==> config.mk <==
export PLATFORM = sky130hd
export DESIGN_NAME = fm_ctrl_top
export DESIGN_NICKNAME = d
export VERILOG_FILES = /design/src/source/fm_reg_pkg.sv /design/src/source/fm_timing_pkg.sv /design/src/source/fm_clk_gen.sv /design/src/source/fm_timer.sv /design/src/source/fm_bus_if.sv /design/src/source/fm_ctrl_top.sv
export SDC_FILE = /design/constraint.sdc
export NUM_CORES = 1
export LEC_CHECK = 0
export ABC_AREA = 1
export BUFFER_PORTS_ARGS = -buffer_cell sky130_fd_sc_hd__buf_2
export CELL_PAD_IN_SITES_DETAIL_PLACEMENT = 0
export CELL_PAD_IN_SITES_GLOBAL_PLACEMENT = 1
export CORE_MARGIN = 1.5
export CORE_UTILIZATION = 38
export CTS_CLUSTER_SIZE = 25
export DETAILED_ROUTE_END_ITERATION = 8
export PLACE_DENSITY = 0.7
export SLEW_MARGIN = 20
export SYNTH_ARGS = -nofsm -noshare
export SYNTH_HDL_FRONTEND = slang
export SYNTH_SLANG_ARGS = --single-unit
==> constraint.sdc <==
create_clock -name clk -period 2.2 [get_ports clk]
set_input_delay 0.44 -clock clk [delete_from_list [all_inputs] [get_ports clk]]
set_output_delay 0.44 -clock clk [all_outputs]
set_load 0.05 [all_outputs]
==> src/source/fm_reg_pkg.sv <==
// Only the timer registers 0x24 to 0x27 are modelled and the status byte carries no ADPCM bits
`default_nettype none

package fm_reg_pkg;

    // Register numbers latched on an address cycle
    localparam logic [7:0] REG_TIMER_A_HI = 8'h24; // Timer A value bits 9..2
    localparam logic [7:0] REG_TIMER_A_LO = 8'h25; // Timer A value bits 1..0
    localparam logic [7:0] REG_TIMER_B    = 8'h26;
    localparam logic [7:0] REG_TIMER_CTL  = 8'h27;

    localparam int TIMER_A_W = 10;
    localparam int TIMER_B_W = 8;

    // Status byte layout
    localparam int STATUS_BUSY_BIT   = 7;
    localparam int STATUS_FLAG_B_BIT = 1;
    localparam int STATUS_FLAG_A_BIT = 0;

    // Fields of a write to 0x27, MSB first
    typedef struct packed {
        logic [1:0] rsvd;       // Ignored by the chip
        logic       clr_flag_b; // Pulse only
        logic       clr_flag_a;
        logic       irq_en_b;
        logic       irq_en_a;
        logic       load_b;     // Level, timer runs while high
        logic       load_a;
    } timer_ctl_t;

    // One data byte, seen either as a timer reload or as control fields
    typedef union packed {
        logic [7:0] raw;
        timer_ctl_t ctl;
    } reg_data_u;

    typedef logic [7:0] status_t;

endpackage

`default_nettype wire

==> src/source/fm_timing_pkg.sv <==
// Ratios assume cen marks the CPU clock rate that the original chip divides by 6 then 24
`default_nettype none

package fm_timing_pkg;

    localparam int CEN_DIV          = 6;  // cen cycles per clk_en
    localparam int TICK_DIV         = 24; // clk_en pulses per sample tick
    localparam int TIMER_B_PRESCALE = 16; // Ticks per Timer B count
    localparam int BUSY_TICKS       = 32; // clk_en pulses of busy after a data write

    localparam int CEN_CNT_W  = $clog2(CEN_DIV);
    localparam int TICK_CNT_W = $clog2(TICK_DIV);
    localparam int BUSY_CNT_W = $clog2(BUSY_TICKS + 1);

    // Terminal counts, sized for direct compare
    localparam logic [CEN_CNT_W-1:0]  CEN_LAST  = CEN_CNT_W'(CEN_DIV - 1);
    localparam logic [TICK_CNT_W-1:0] TICK_LAST = TICK_CNT_W'(TICK_DIV - 1);
    localparam logic [BUSY_CNT_W-1:0] BUSY_LOAD = BUSY_CNT_W'(BUSY_TICKS);

endpackage

`default_nettype wire

==> src/source/fm_clk_gen.sv <==
// Divider phase starts at reset release and only advances while cen is high
`default_nettype none

module fm_clk_gen (
    input  logic clk,
    input  logic rst_n,
    input  logic cen,
    output logic clk_en,
    output logic tick
);

    logic [fm_timing_pkg::CEN_CNT_W-1:0]  cen_cnt;
    logic [fm_timing_pkg::TICK_CNT_W-1:0] tick_cnt;
    logic                                 en_next;

    assign en_next = cen && (cen_cnt == fm_timing_pkg::CEN_LAST); // Last cen cycle of a group

    // CPU clock down to the operator rate
    always_ff @(posedge clk or negedge rst_n) begin
        if (!rst_n) begin
            cen_cnt <= '0;
            clk_en  <= 1'b0;
        end else begin
            clk_en <= en_next;
            if (cen) begin
                cen_cnt <= en_next ? '0 : cen_cnt + 1'b1;
            end
        end
    end

    // Operator rate down to the sample rate
    always_ff @(posedge clk or negedge rst_n) begin
        if (!rst_n) begin
            tick_cnt <= '0;
            tick     <= 1'b0;
        end else begin
            tick <= en_next && (tick_cnt == fm_timing_pkg::TICK_LAST); // Same cycle as clk_en
            if (en_next) begin
                if (tick_cnt == fm_timing_pkg::TICK_LAST)
                    tick_cnt <= '0;
                else
                    tick_cnt <= tick_cnt + 1'b1;
            end
        end
    end

endmodule

`default_nettype wire

==> src/source/fm_timer.sv <==
// Counts only while load is high and the first overflow after load may be up to one tick early
`default_nettype none

module fm_timer #(
    parameter int WIDTH    = 10,
    parameter int PRESCALE = 1
) (
    input  logic             clk,
    input  logic             rst_n,
    input  logic             tick,
    input  logic [WIDTH-1:0] value,
    input  logic             load,
    input  logic             irq_en,
    input  logic             clr_flag,
    output logic             flag
);

    localparam int               PRE_W    = (PRESCALE > 1) ? $clog2(PRESCALE) : 1;
    localparam logic [PRE_W-1:0] PRE_LAST = PRE_W'(PRESCALE - 1);

    logic [PRE_W-1:0] pre;
    logic [WIDTH-1:0] cnt;
    logic             load_q;
    logic             load_rise;
    logic             step;
    logic             adv;
    logic             ovf;

    assign load_rise = load && !load_q;
    assign step      = load && !load_rise && tick;
    assign adv       = step && (pre == PRE_LAST); // Prescaler wraps
    assign ovf       = adv && (&cnt);

    always_ff @(posedge clk or negedge rst_n) begin
        if (!rst_n) begin
            load_q <= 1'b0;
            pre    <= '0;
            cnt    <= '0;
        end else begin
            load_q <= load;
            if (load_rise) begin
                cnt <= value;  // Fresh start on every load edge
                pre <= '0;
            end else if (step) begin
                if (adv) begin
                    pre <= '0;
                    cnt <= ovf ? value : cnt + 1'b1;
                end else begin
                    pre <= pre + 1'b1;
                end
            end
        end
    end

    // Sticky overflow flag
    always_ff @(posedge clk or negedge rst_n) begin
        if (!rst_n)
            flag <= 1'b0;
        else if (clr_flag)
            flag <= 1'b0;      // Clear beats a same-cycle overflow
        else if (ovf && irq_en)
            flag <= 1'b1;
    end

endmodule

`default_nettype wire

==> src/source/fm_bus_if.sv <==
// Writes are taken every cycle with cs_n and wr_n low even while busy, and no read mux exists
`default_nettype none

module fm_bus_if (
    input  logic                             clk,
    input  logic                             rst_n,
    input  logic                             clk_en,
    input  logic [7:0]                       din,
    input  logic                             addr,
    input  logic                             cs_n,
    input  logic                             wr_n,
    input  logic                             flag_a,
    input  logic                             flag_b,
    output logic [fm_reg_pkg::TIMER_A_W-1:0] value_a,
    output logic [fm_reg_pkg::TIMER_B_W-1:0] value_b,
    output logic                             load_a,
    output logic                             load_b,
    output logic                             irq_en_a,
    output logic                             irq_en_b,
    output logic                             clr_flag_a,
    output logic                             clr_flag_b,
    output fm_reg_pkg::status_t              dout,
    output logic                             irq_n
);

    logic                                 write;
    logic                                 addr_wr;
    logic                                 data_wr;
    logic                                 ctl_wr;
    logic [7:0]                           reg_num;
    fm_reg_pkg::reg_data_u                data;
    logic [fm_timing_pkg::BUSY_CNT_W-1:0] busy_cnt;
    logic                                 busy;
    fm_reg_pkg::status_t                  status;

    assign write   = !cs_n && !wr_n;
    assign addr_wr = write && !addr;
    assign data_wr = write && addr;
    assign ctl_wr  = data_wr && (reg_num == fm_reg_pkg::REG_TIMER_CTL);
    assign data    = din; // Decoded as raw or as control fields

    // Flag clears act on the write cycle itself
    assign clr_flag_a = ctl_wr && data.ctl.clr_flag_a;
    assign clr_flag_b = ctl_wr && data.ctl.clr_flag_b;

    always_ff @(posedge clk or negedge rst_n) begin
        if (!rst_n) begin
            reg_num  <= '0;
            load_a   <= 1'b0;
            load_b   <= 1'b0;
            irq_en_a <= 1'b0;
            irq_en_b <= 1'b0;
        end else begin
            if (addr_wr)
                reg_num <= data.raw;
            if (ctl_wr) begin
                load_a   <= data.ctl.load_a;
                load_b   <= data.ctl.load_b;
                irq_en_a <= data.ctl.irq_en_a;
                irq_en_b <= data.ctl.irq_en_b;
            end
        end
    end

    // Reload values
    always_ff @(posedge clk) begin
        if (data_wr) begin
            case (reg_num)
                fm_reg_pkg::REG_TIMER_A_HI: value_a[fm_reg_pkg::TIMER_A_W-1:2] <= data.raw;
                fm_reg_pkg::REG_TIMER_A_LO: value_a[1:0] <= data.raw[1:0];
                fm_reg_pkg::REG_TIMER_B:    value_b <= data.raw;
                default: ;                  // Other registers are not modelled
            endcase
        end
    end

    // Busy counts clk_en pulses after any data write
    always_ff @(posedge clk or negedge rst_n) begin
        if (!rst_n)
            busy_cnt <= '0;
        else if (data_wr)
            busy_cnt <= fm_timing_pkg::BUSY_LOAD;
        else if (clk_en && busy)
            busy_cnt <= busy_cnt - 1'b1;
    end

    assign busy = |busy_cnt;

    always_comb begin
        status = '0;
        status[fm_reg_pkg::STATUS_BUSY_BIT]   = busy;
        status[fm_reg_pkg::STATUS_FLAG_B_BIT] = flag_b;
        status[fm_reg_pkg::STATUS_FLAG_A_BIT] = flag_a;
    end

    always_ff @(posedge clk or negedge rst_n) begin
        if (!rst_n) begin
            dout  <= '0;
            irq_n <= 1'b1;
        end else begin
            dout  <= status;
            irq_n <= !(flag_a || flag_b); // Flags only set with their irq enabled
        end
    end

endmodule

`default_nettype wire

==> src/source/fm_ctrl_top.sv <==
// Timer and status section only, so cen must stay high for the nominal timer periods
`default_nettype none

module fm_ctrl_top (
    input  logic                clk,
    input  logic                rst_n,
    input  logic                cen,
    input  logic [7:0]          din,
    input  logic                addr,
    input  logic                cs_n,
    input  logic                wr_n,
    output fm_reg_pkg::status_t dout,
    output logic                irq_n
);

    logic                             clk_en;
    logic                             tick;
    logic [fm_reg_pkg::TIMER_A_W-1:0] value_a;
    logic [fm_reg_pkg::TIMER_B_W-1:0] value_b;
    logic                             load_a, load_b;
    logic                             irq_en_a, irq_en_b;
    logic                             clr_flag_a, clr_flag_b;
    logic                             flag_a, flag_b;

    fm_clk_gen clk_gen_i (
        .clk    ( clk    ),
        .rst_n  ( rst_n  ),
        .cen    ( cen    ),
        .clk_en ( clk_en ),
        .tick   ( tick   )
    );

    fm_bus_if bus_if_i (
        .clk        ( clk        ),
        .rst_n      ( rst_n      ),
        .clk_en     ( clk_en     ),
        .din        ( din        ),
        .addr       ( addr       ),
        .cs_n       ( cs_n       ),
        .wr_n       ( wr_n       ),
        .flag_a     ( flag_a     ),
        .flag_b     ( flag_b     ),
        .value_a    ( value_a    ),
        .value_b    ( value_b    ),
        .load_a     ( load_a     ),
        .load_b     ( load_b     ),
        .irq_en_a   ( irq_en_a   ),
        .irq_en_b   ( irq_en_b   ),
        .clr_flag_a ( clr_flag_a ),
        .clr_flag_b ( clr_flag_b ),
        .dout       ( dout       ),
        .irq_n      ( irq_n      )
    );

    // Timer A counts every sample tick
    fm_timer #(.WIDTH(fm_reg_pkg::TIMER_A_W), .PRESCALE(1)) timer_a (
        .clk      ( clk        ),
        .rst_n    ( rst_n      ),
        .tick     ( tick       ),
        .value    ( value_a    ),
        .load     ( load_a     ),
        .irq_en   ( irq_en_a   ),
        .clr_flag ( clr_flag_a ),
        .flag     ( flag_a     )
    );

    fm_timer #(
        .WIDTH    ( fm_reg_pkg::TIMER_B_W               ),
        .PRESCALE ( fm_timing_pkg::TIMER_B_PRESCALE     )
    ) timer_b (
        .clk      ( clk        ),
        .rst_n    ( rst_n      ),
        .tick     ( tick       ),
        .value    ( value_b    ),
        .load     ( load_b     ),
        .irq_en   ( irq_en_b   ),
        .clr_flag ( clr_flag_b ),
        .flag     ( flag_b     )
    );

endmodule

`default_nettype wire

Yosys cells after proc, flatten, opt, wreduce, memory -nomap -nowiden
Index checks and enable logic that the tools add are counted.
{"block": "op_classes", "add_sub_neg": 7, "eq_ne": 7, "n_mux": 22, "n_bitwise": 1, "n_reduce_logical": 45}
{"cell": "10-bit two-way mux", "count": 4}
{"cell": "8-bit by 6-bit == test with 1-bit output (second input constant)", "count": 4}
{"cell": "8-bit two-way mux", "count": 4}
{"cell": "1-bit logical AND", "count": 21}
{"cell": "2-bit nonzero test", "count": 7}
{"cell": "4-bit two-way mux", "count": 3}
{"cell": "6-bit two-way mux", "count": 2}
{"cell": "10-bit by 1-bit adder with 10-bit output (second input constant)", "count": 1}
{"cell": "10-bit AND reduction", "count": 1}
{"cell": "2-bit AND reduction", "count": 5}
{"cell": "8-bit by 1-bit adder with 8-bit output (second input constant)", "count": 1}
{"cell": "1-bit logical NOT", "count": 8}
{"cell": "8-bit AND reduction", "count": 1}
{"cell": "1-bit two-way mux", "count": 7}
{"cell": "6-bit OR reduction", "count": 1}
{"cell": "6-bit by 1-bit subtractor with 6-bit output (second input constant)", "count": 1}
{"cell": "5-bit by 1-bit adder with 5-bit output (second input constant)", "count": 1}
{"cell": "5-bit == test (second input constant)", "count": 1}
{"cell": "5-bit two-way mux", "count": 1}
{"cell": "4-bit by 1-bit adder with 4-bit output (second input constant)", "count": 1}
{"cell": "4-bit == test (second input constant)", "count": 1}
{"cell": "3-bit by 1-bit adder with 3-bit output (second input constant)", "count": 1}
{"cell": "3-bit == test (second input constant)", "count": 1}
{"cell": "3-bit two-way mux", "count": 1}
{"cell": "other kinds (3)", "count": 3}
{"block": "word_totals", "register_bits": 77, "inputBits": 14, "out_inout_bits": 9, "elab_cells": 105}

Longest topological paths before layout
{"block": "logic_depth", "depth_word": 11, "mapped_depth": 9, "mapped_depth_nobuf": 9}

By module
Synthesis repeated with hierarchy kept, for this count alone.
{"block": "unflattened", "hier_cells": 458, "area_unflattened_um2": 3985.1}
{"module": "fm_bus_if", "n_inst": 1, "cells_each": 144, "area_each_um2": 1679.1, "seq_area_each_um2": 1092.3}
{"module": "fm_timer at timer_a", "n_inst": 1, "cells_each": 142, "area_each_um2": 925.9, "seq_area_each_um2": 325.3}
{"module": "fm_timer at timer_b", "n_inst": 1, "cells_each": 118, "area_each_um2": 888.4, "seq_area_each_um2": 350.3}
{"module": "fm_clk_gen", "n_inst": 1, "cells_each": 54, "area_each_um2": 491.7, "seq_area_each_um2": 250.2}

Least setup slack after synthesis
Ideal clock, no wire load.
{"block": "synth_timing", "path_kind": "input-to-reg", "from": "input port wr_n", "to": "register bus_if_i.value_b[0] (netlist bit) (enable)", "setup_time_ns": 0.395, "arrival_time_ns": 1.621, "required_ns": 1.805, "setup_slack_ns": 0.184, "path_stages": 3, "n_path_buf": 0, "cell_sequence": "nor2_1 -> nand2_1 -> nor4_1"}
{"block": "synth_between", "elab_chain_cells": 4}
{"item": "start, declared", "line_no": "fm_ctrl_top.sv:11", "text": "input logic wr_n,"}
{"item": "1-bit logical NOT", "line_no": "fm_bus_if.sv:36", "text": "assign write = !cs_n && !wr_n;"}
{"item": "1-bit logical AND", "line_no": "fm_bus_if.sv:36"}
{"item": "1-bit logical AND", "line_no": "fm_bus_if.sv:38", "text": "assign data_wr = write && addr;"}
{"item": "2-bit AND reduction (no line)"}
{"item": "end signal, assigned", "line_no": "fm_bus_if.sv:71", "text": "fm_reg_pkg::REG_TIMER_B: value_b <= data.raw;"}
{"item": "end, declared", "line_no": "fm_bus_if.sv:15", "text": "output logic [fm_reg_pkg::TIMER_B_W-1:0] value_b,"}
No other way between the ends.
A chain may end at the register's enable or synchronous reset.

Final worst setup path
{"block": "layout_timing", "from": "register timer_b.pre[0]", "to": "register timer_b.pre[3]"}
{"block": "layout_between", "elab_chain_cells": 5, "word_cells_on_any_way": 6, "classes_between": "1 x add/sub; 1 x eq/ne; 3 x mux; 1 x reduce/logical"}
{"item": "start, declared", "line_no": "fm_timer.sv:21", "text": "logic [PRE_W-1:0] pre;"}
{"item": "start signal, assigned", "line_no": "fm_timer.sv:49", "text": "pre <= pre + 1'b1;"}
{"item": "branches (longest 2 deep; another with 4-bit by 1-bit adder with 4-bit output)"}
{"item": "4-bit two-way mux (*)", "line_no": "fm_timer.sv:45", "text": "if (adv) begin"}
{"item": "4-bit two-way mux (*)", "line_no": "fm_timer.sv:44", "text": "end else if (step) begin"}
{"item": "4-bit two-way mux (*)", "line_no": "fm_timer.sv:41", "text": "if (load_rise) begin"}
Mark *: on every way between the ends. The select of a mux whose other input is x is not followed.

==> key figures <==
Power
  • Tot Pwr: 3470 µW
  • Pint: roughly 2500 µW
  • Clock share of power: 0.340
  • Pwr dens: 810 mW/mm²
  • Comb pwr share: 0.159
  • P_leak: between 0.002 and 0.0025 µW
  • Sequential power share: 0.501
  • Switching power total: 979 µW
  • Switch share: 0.282
  • VDD IR max: a little under 500 µV

Global routing
  • Gr usage total: 0.159
  • Vias in the first global route: 2709
  • First-pass GRT wire length: 12800 µm
  • Initial antenna violation count: 0
  • Largest net degree at the start of global routing: 32
  • Gr ovfl total: 0

Floorplan
  • Starting density of the core: 0.388
  • CORE AREA: 0.00973 mm²
  • Row Count: 36
  • Die area: 0.0105 mm²
  • Die W: just over 100 µm
  • Die Y: 103 µm
  • I/O Pins: 23

Hold path
  • Worst hold path type: in -> async

Yosys
  • Part of the Yosys area used for sequential elements: 0.534
  • Post-synth top flop: dfrtp_1
  • Seq cells post-synth: slightly below 80
  • Mapped Avg Cell Area: 8.68 µm²
  • Ys async rst share: 0.766
  • Cell taking the most area after synthesis: dfrtp_1
  • Synth cell count leaders: 113 x nand2_1, 62 x inv_1, 58 x dfrtp_1, 48 x nand3_1, 32 x nor2_1
  • Most numerous cell in the Yosys netlist: nand2_1
  • Dominant cells by area after synthesis: dfrtp_1 38%, edfxtp_1 14%, nand2_1 11%, nand3_1 6.4%, inv_1 6.2%
  • Yosys top cell area share: 0.384
  • Synth warnings: 0
  • Mapped Cells: ~440
  • Post-synth EDFFs: 18
  • Cell area after synthesis: 0.00378 mm²
  • Distinct cells, synth: 38

CTS
  • Worst skew pair latency: approximately 0.34 ns
  • TritonCTS clock tree: yes
  • Post-CTS Resized: 0
  • TritonCTS Buffers: 9
  • Post-CTS Hold Buffers: 0
  • Post-CTS Setup Bufs: 0
  • CTS Sinks: 77
  • Max Root-Sink Buffers: 2
  • Clk slew on worst S/H paths: 0.08 ns
  • CTS Root Cell: clkbuf_8
  • H-tree levels: 3

Placed design
  • Pre-CTS setup slack: 0.481 ns
  • Placer Congestion: 0.776
  • Count of input and output buffers: 17
  • HPWL Detailed: 5450 µm

Route
  • DR pass1 iterations: 4
  • Vias per inst: 4.65
  • Vias: about 2.8k
  • WL/cell: 12.1 µm
  • Antenna-violating nets left: 0
  • Initial DRC Count: 120
  • Routed Wire Length: 7350 µm
  • Detailed-route DRC error count: 0

Worst setup path
  • R2r endpoint: timer_b.pre[3]
  • R2r setup slk: approximately 0.61 ns
  • FF-to-FF Start: timer_b.pre[0]
  • Worst-path cell chain: ha_1 -> nand3_1 -> nor2_4 -> nor2_2 -> inv_2 -> nor3_1
  • Worst setup path startpoint: timer_b.pre[0]
  • Worst setup EP type: register
  • WS Path Type: reg -> reg
  • Critical Path Slowest Stage Cell: dfrtp_1
  • WP data arrival: 1.85 ns
  • Critical path data required time: 2.46 ns
  • CP Max Fanout: 10
  • CP startpoint kind: register
  • CP peak stage delay: 0.39 ns
  • R2R cell count: 6
  • Crit path to: timer_b.pre[3]

Final layout
  • Diodes inserted: 0
  • Post-layout util: 0.440
  • Fraction of layout cells with a size suffix above 1: 0.135
  • Fin nets: 490
  • Area delta synth->final: 13.4%

STA
  • Max-slew violations: 0
  • Fmax: between 600 and 700 MHz
  • Final worst setup slack: ~0.61 ns
  • Least-Margin Pin Slew: 0.772 ns
  • Sum of negative setup slack: 0 ns
  • RSZ-0062 raised after global routing: no
  • Final Skew: 0.00797 ns
  • Finish-stage setup viols: 0
  • Final hold slack: between 0.15 and 0.2 ns
  • Slew margin rel.: 0.485
  • Tmin final: 1.59 ns
  • Final Hold Fails: 0
  • Crit share post-route: 0.723

Status
  • Status: finished clean

Run
  • Max-cap violation count: 0
## routing by layer
metal | up-vias | track usage | wire length (µm)
met4 | 0 | 0.0695 | 119
met3 | 9 | 0.0244 | 124
met1 | 1332 | 0.213 | 3600
met2 | 22 | 0.257 | 3510
li1 | 1453 | - | -
met5 | - | 0 | 0
## power by group through the flow
| stage | clock network, µW | registers [µW] | logic [µW] |
|---|---|---|---|
| after CTS | 1230 | 1740 | 562 |
| after detailed placement | 0 | 1760 | 559 |
| after floorplan | 0 | 1770 | 395 |
| after global routing | 1280 | 1760 | 652 |
| final | 1180 | 1740 | 553 |
| after global placement | 0 | 1760 | 548 |
## cells by family after synthesis
group,Yosys count,synth area share
xor gates and xnor gates,8,0.0185
DFF,77,0.534
adders and majority gates,8,0.0265
and+or+nand+nor,222,0.271
buffers and inverters,75,0.0808
other,1,0.000993
AOI/OAI and AO/OA,42,0.0616
muxes,2,0.00596
## worst min-delay path by stage
stage	start	endpoint	slack, ns	cells past startpoint
floorplan	rst_n	bus_if_i.busy_cnt[0]	0.14	0
CTS	rst_n	timer_b.pre[1]	0.17	1
global placement	timer_a.flag	bus_if_i.dout[0]	0.39	0
global route	rst_n	timer_b.pre[0]	0.22	1
finish	rst_n	timer_b.cnt[5]	0.17	1
detailed placement	timer_b.flag	bus_if_i.dout[1]	0.40	0
## worst max-delay path: cells and delay by family, from the launching register on
family,cells,cell delay [ns]
and+or+nand+nor,4,0.69
DFF,1,0.39
adders and majority gates,1,0.23
buffers and inverters,1,0.18
## per-stage QoR
step	instances	cell area (µm²)
after floorplan	439	3790
after global placement	590	4060
after detailed placement	590	4060
after CTS	606	4290
after global routing	606	4290
final	606	4290
## flip-flops by register name (all words and copies together), names as in the netlist, 3 cells and up
signal,flops
bus_if_i.value_a,10
timer_a.cnt,10
bus_if_i.reg_num,8
bus_if_i.value_b,8
timer_b.cnt,8
bus_if_i.busy_cnt,6
clk_gen_i.tick_cnt,5
timer_b.pre,4
bus_if_i.dout,3
clk_gen_i.cen_cnt,3
## layout by cell type, fill, tap and decap left out, types with 4 or more instances in the layout
cell      count
nand2_1     113
inv_1        62
dfrtp_1      58
nand3_1      48
nor2_1       32
o21ai_0      20
edfxtp_1     18
buf_2        17
a21oi_1      11
clkbuf_8      9
buf_4         9
ha_1          8
nand4_1       5
inv_2         5
xnor2_1       5
conb_1        5
nand3b_1      4
nor3_1        4
## final cells by class
class                      count  area, µm²
multi-input combinational    287       1470
tap                          133        166
inverter                      67        251
fill                         982       5440
clock inverter                 4       50.0
timing repair buffer          26        153
clock buffer                  12        178
sequential                    77       2020
(Power assumes the default switching activity.)
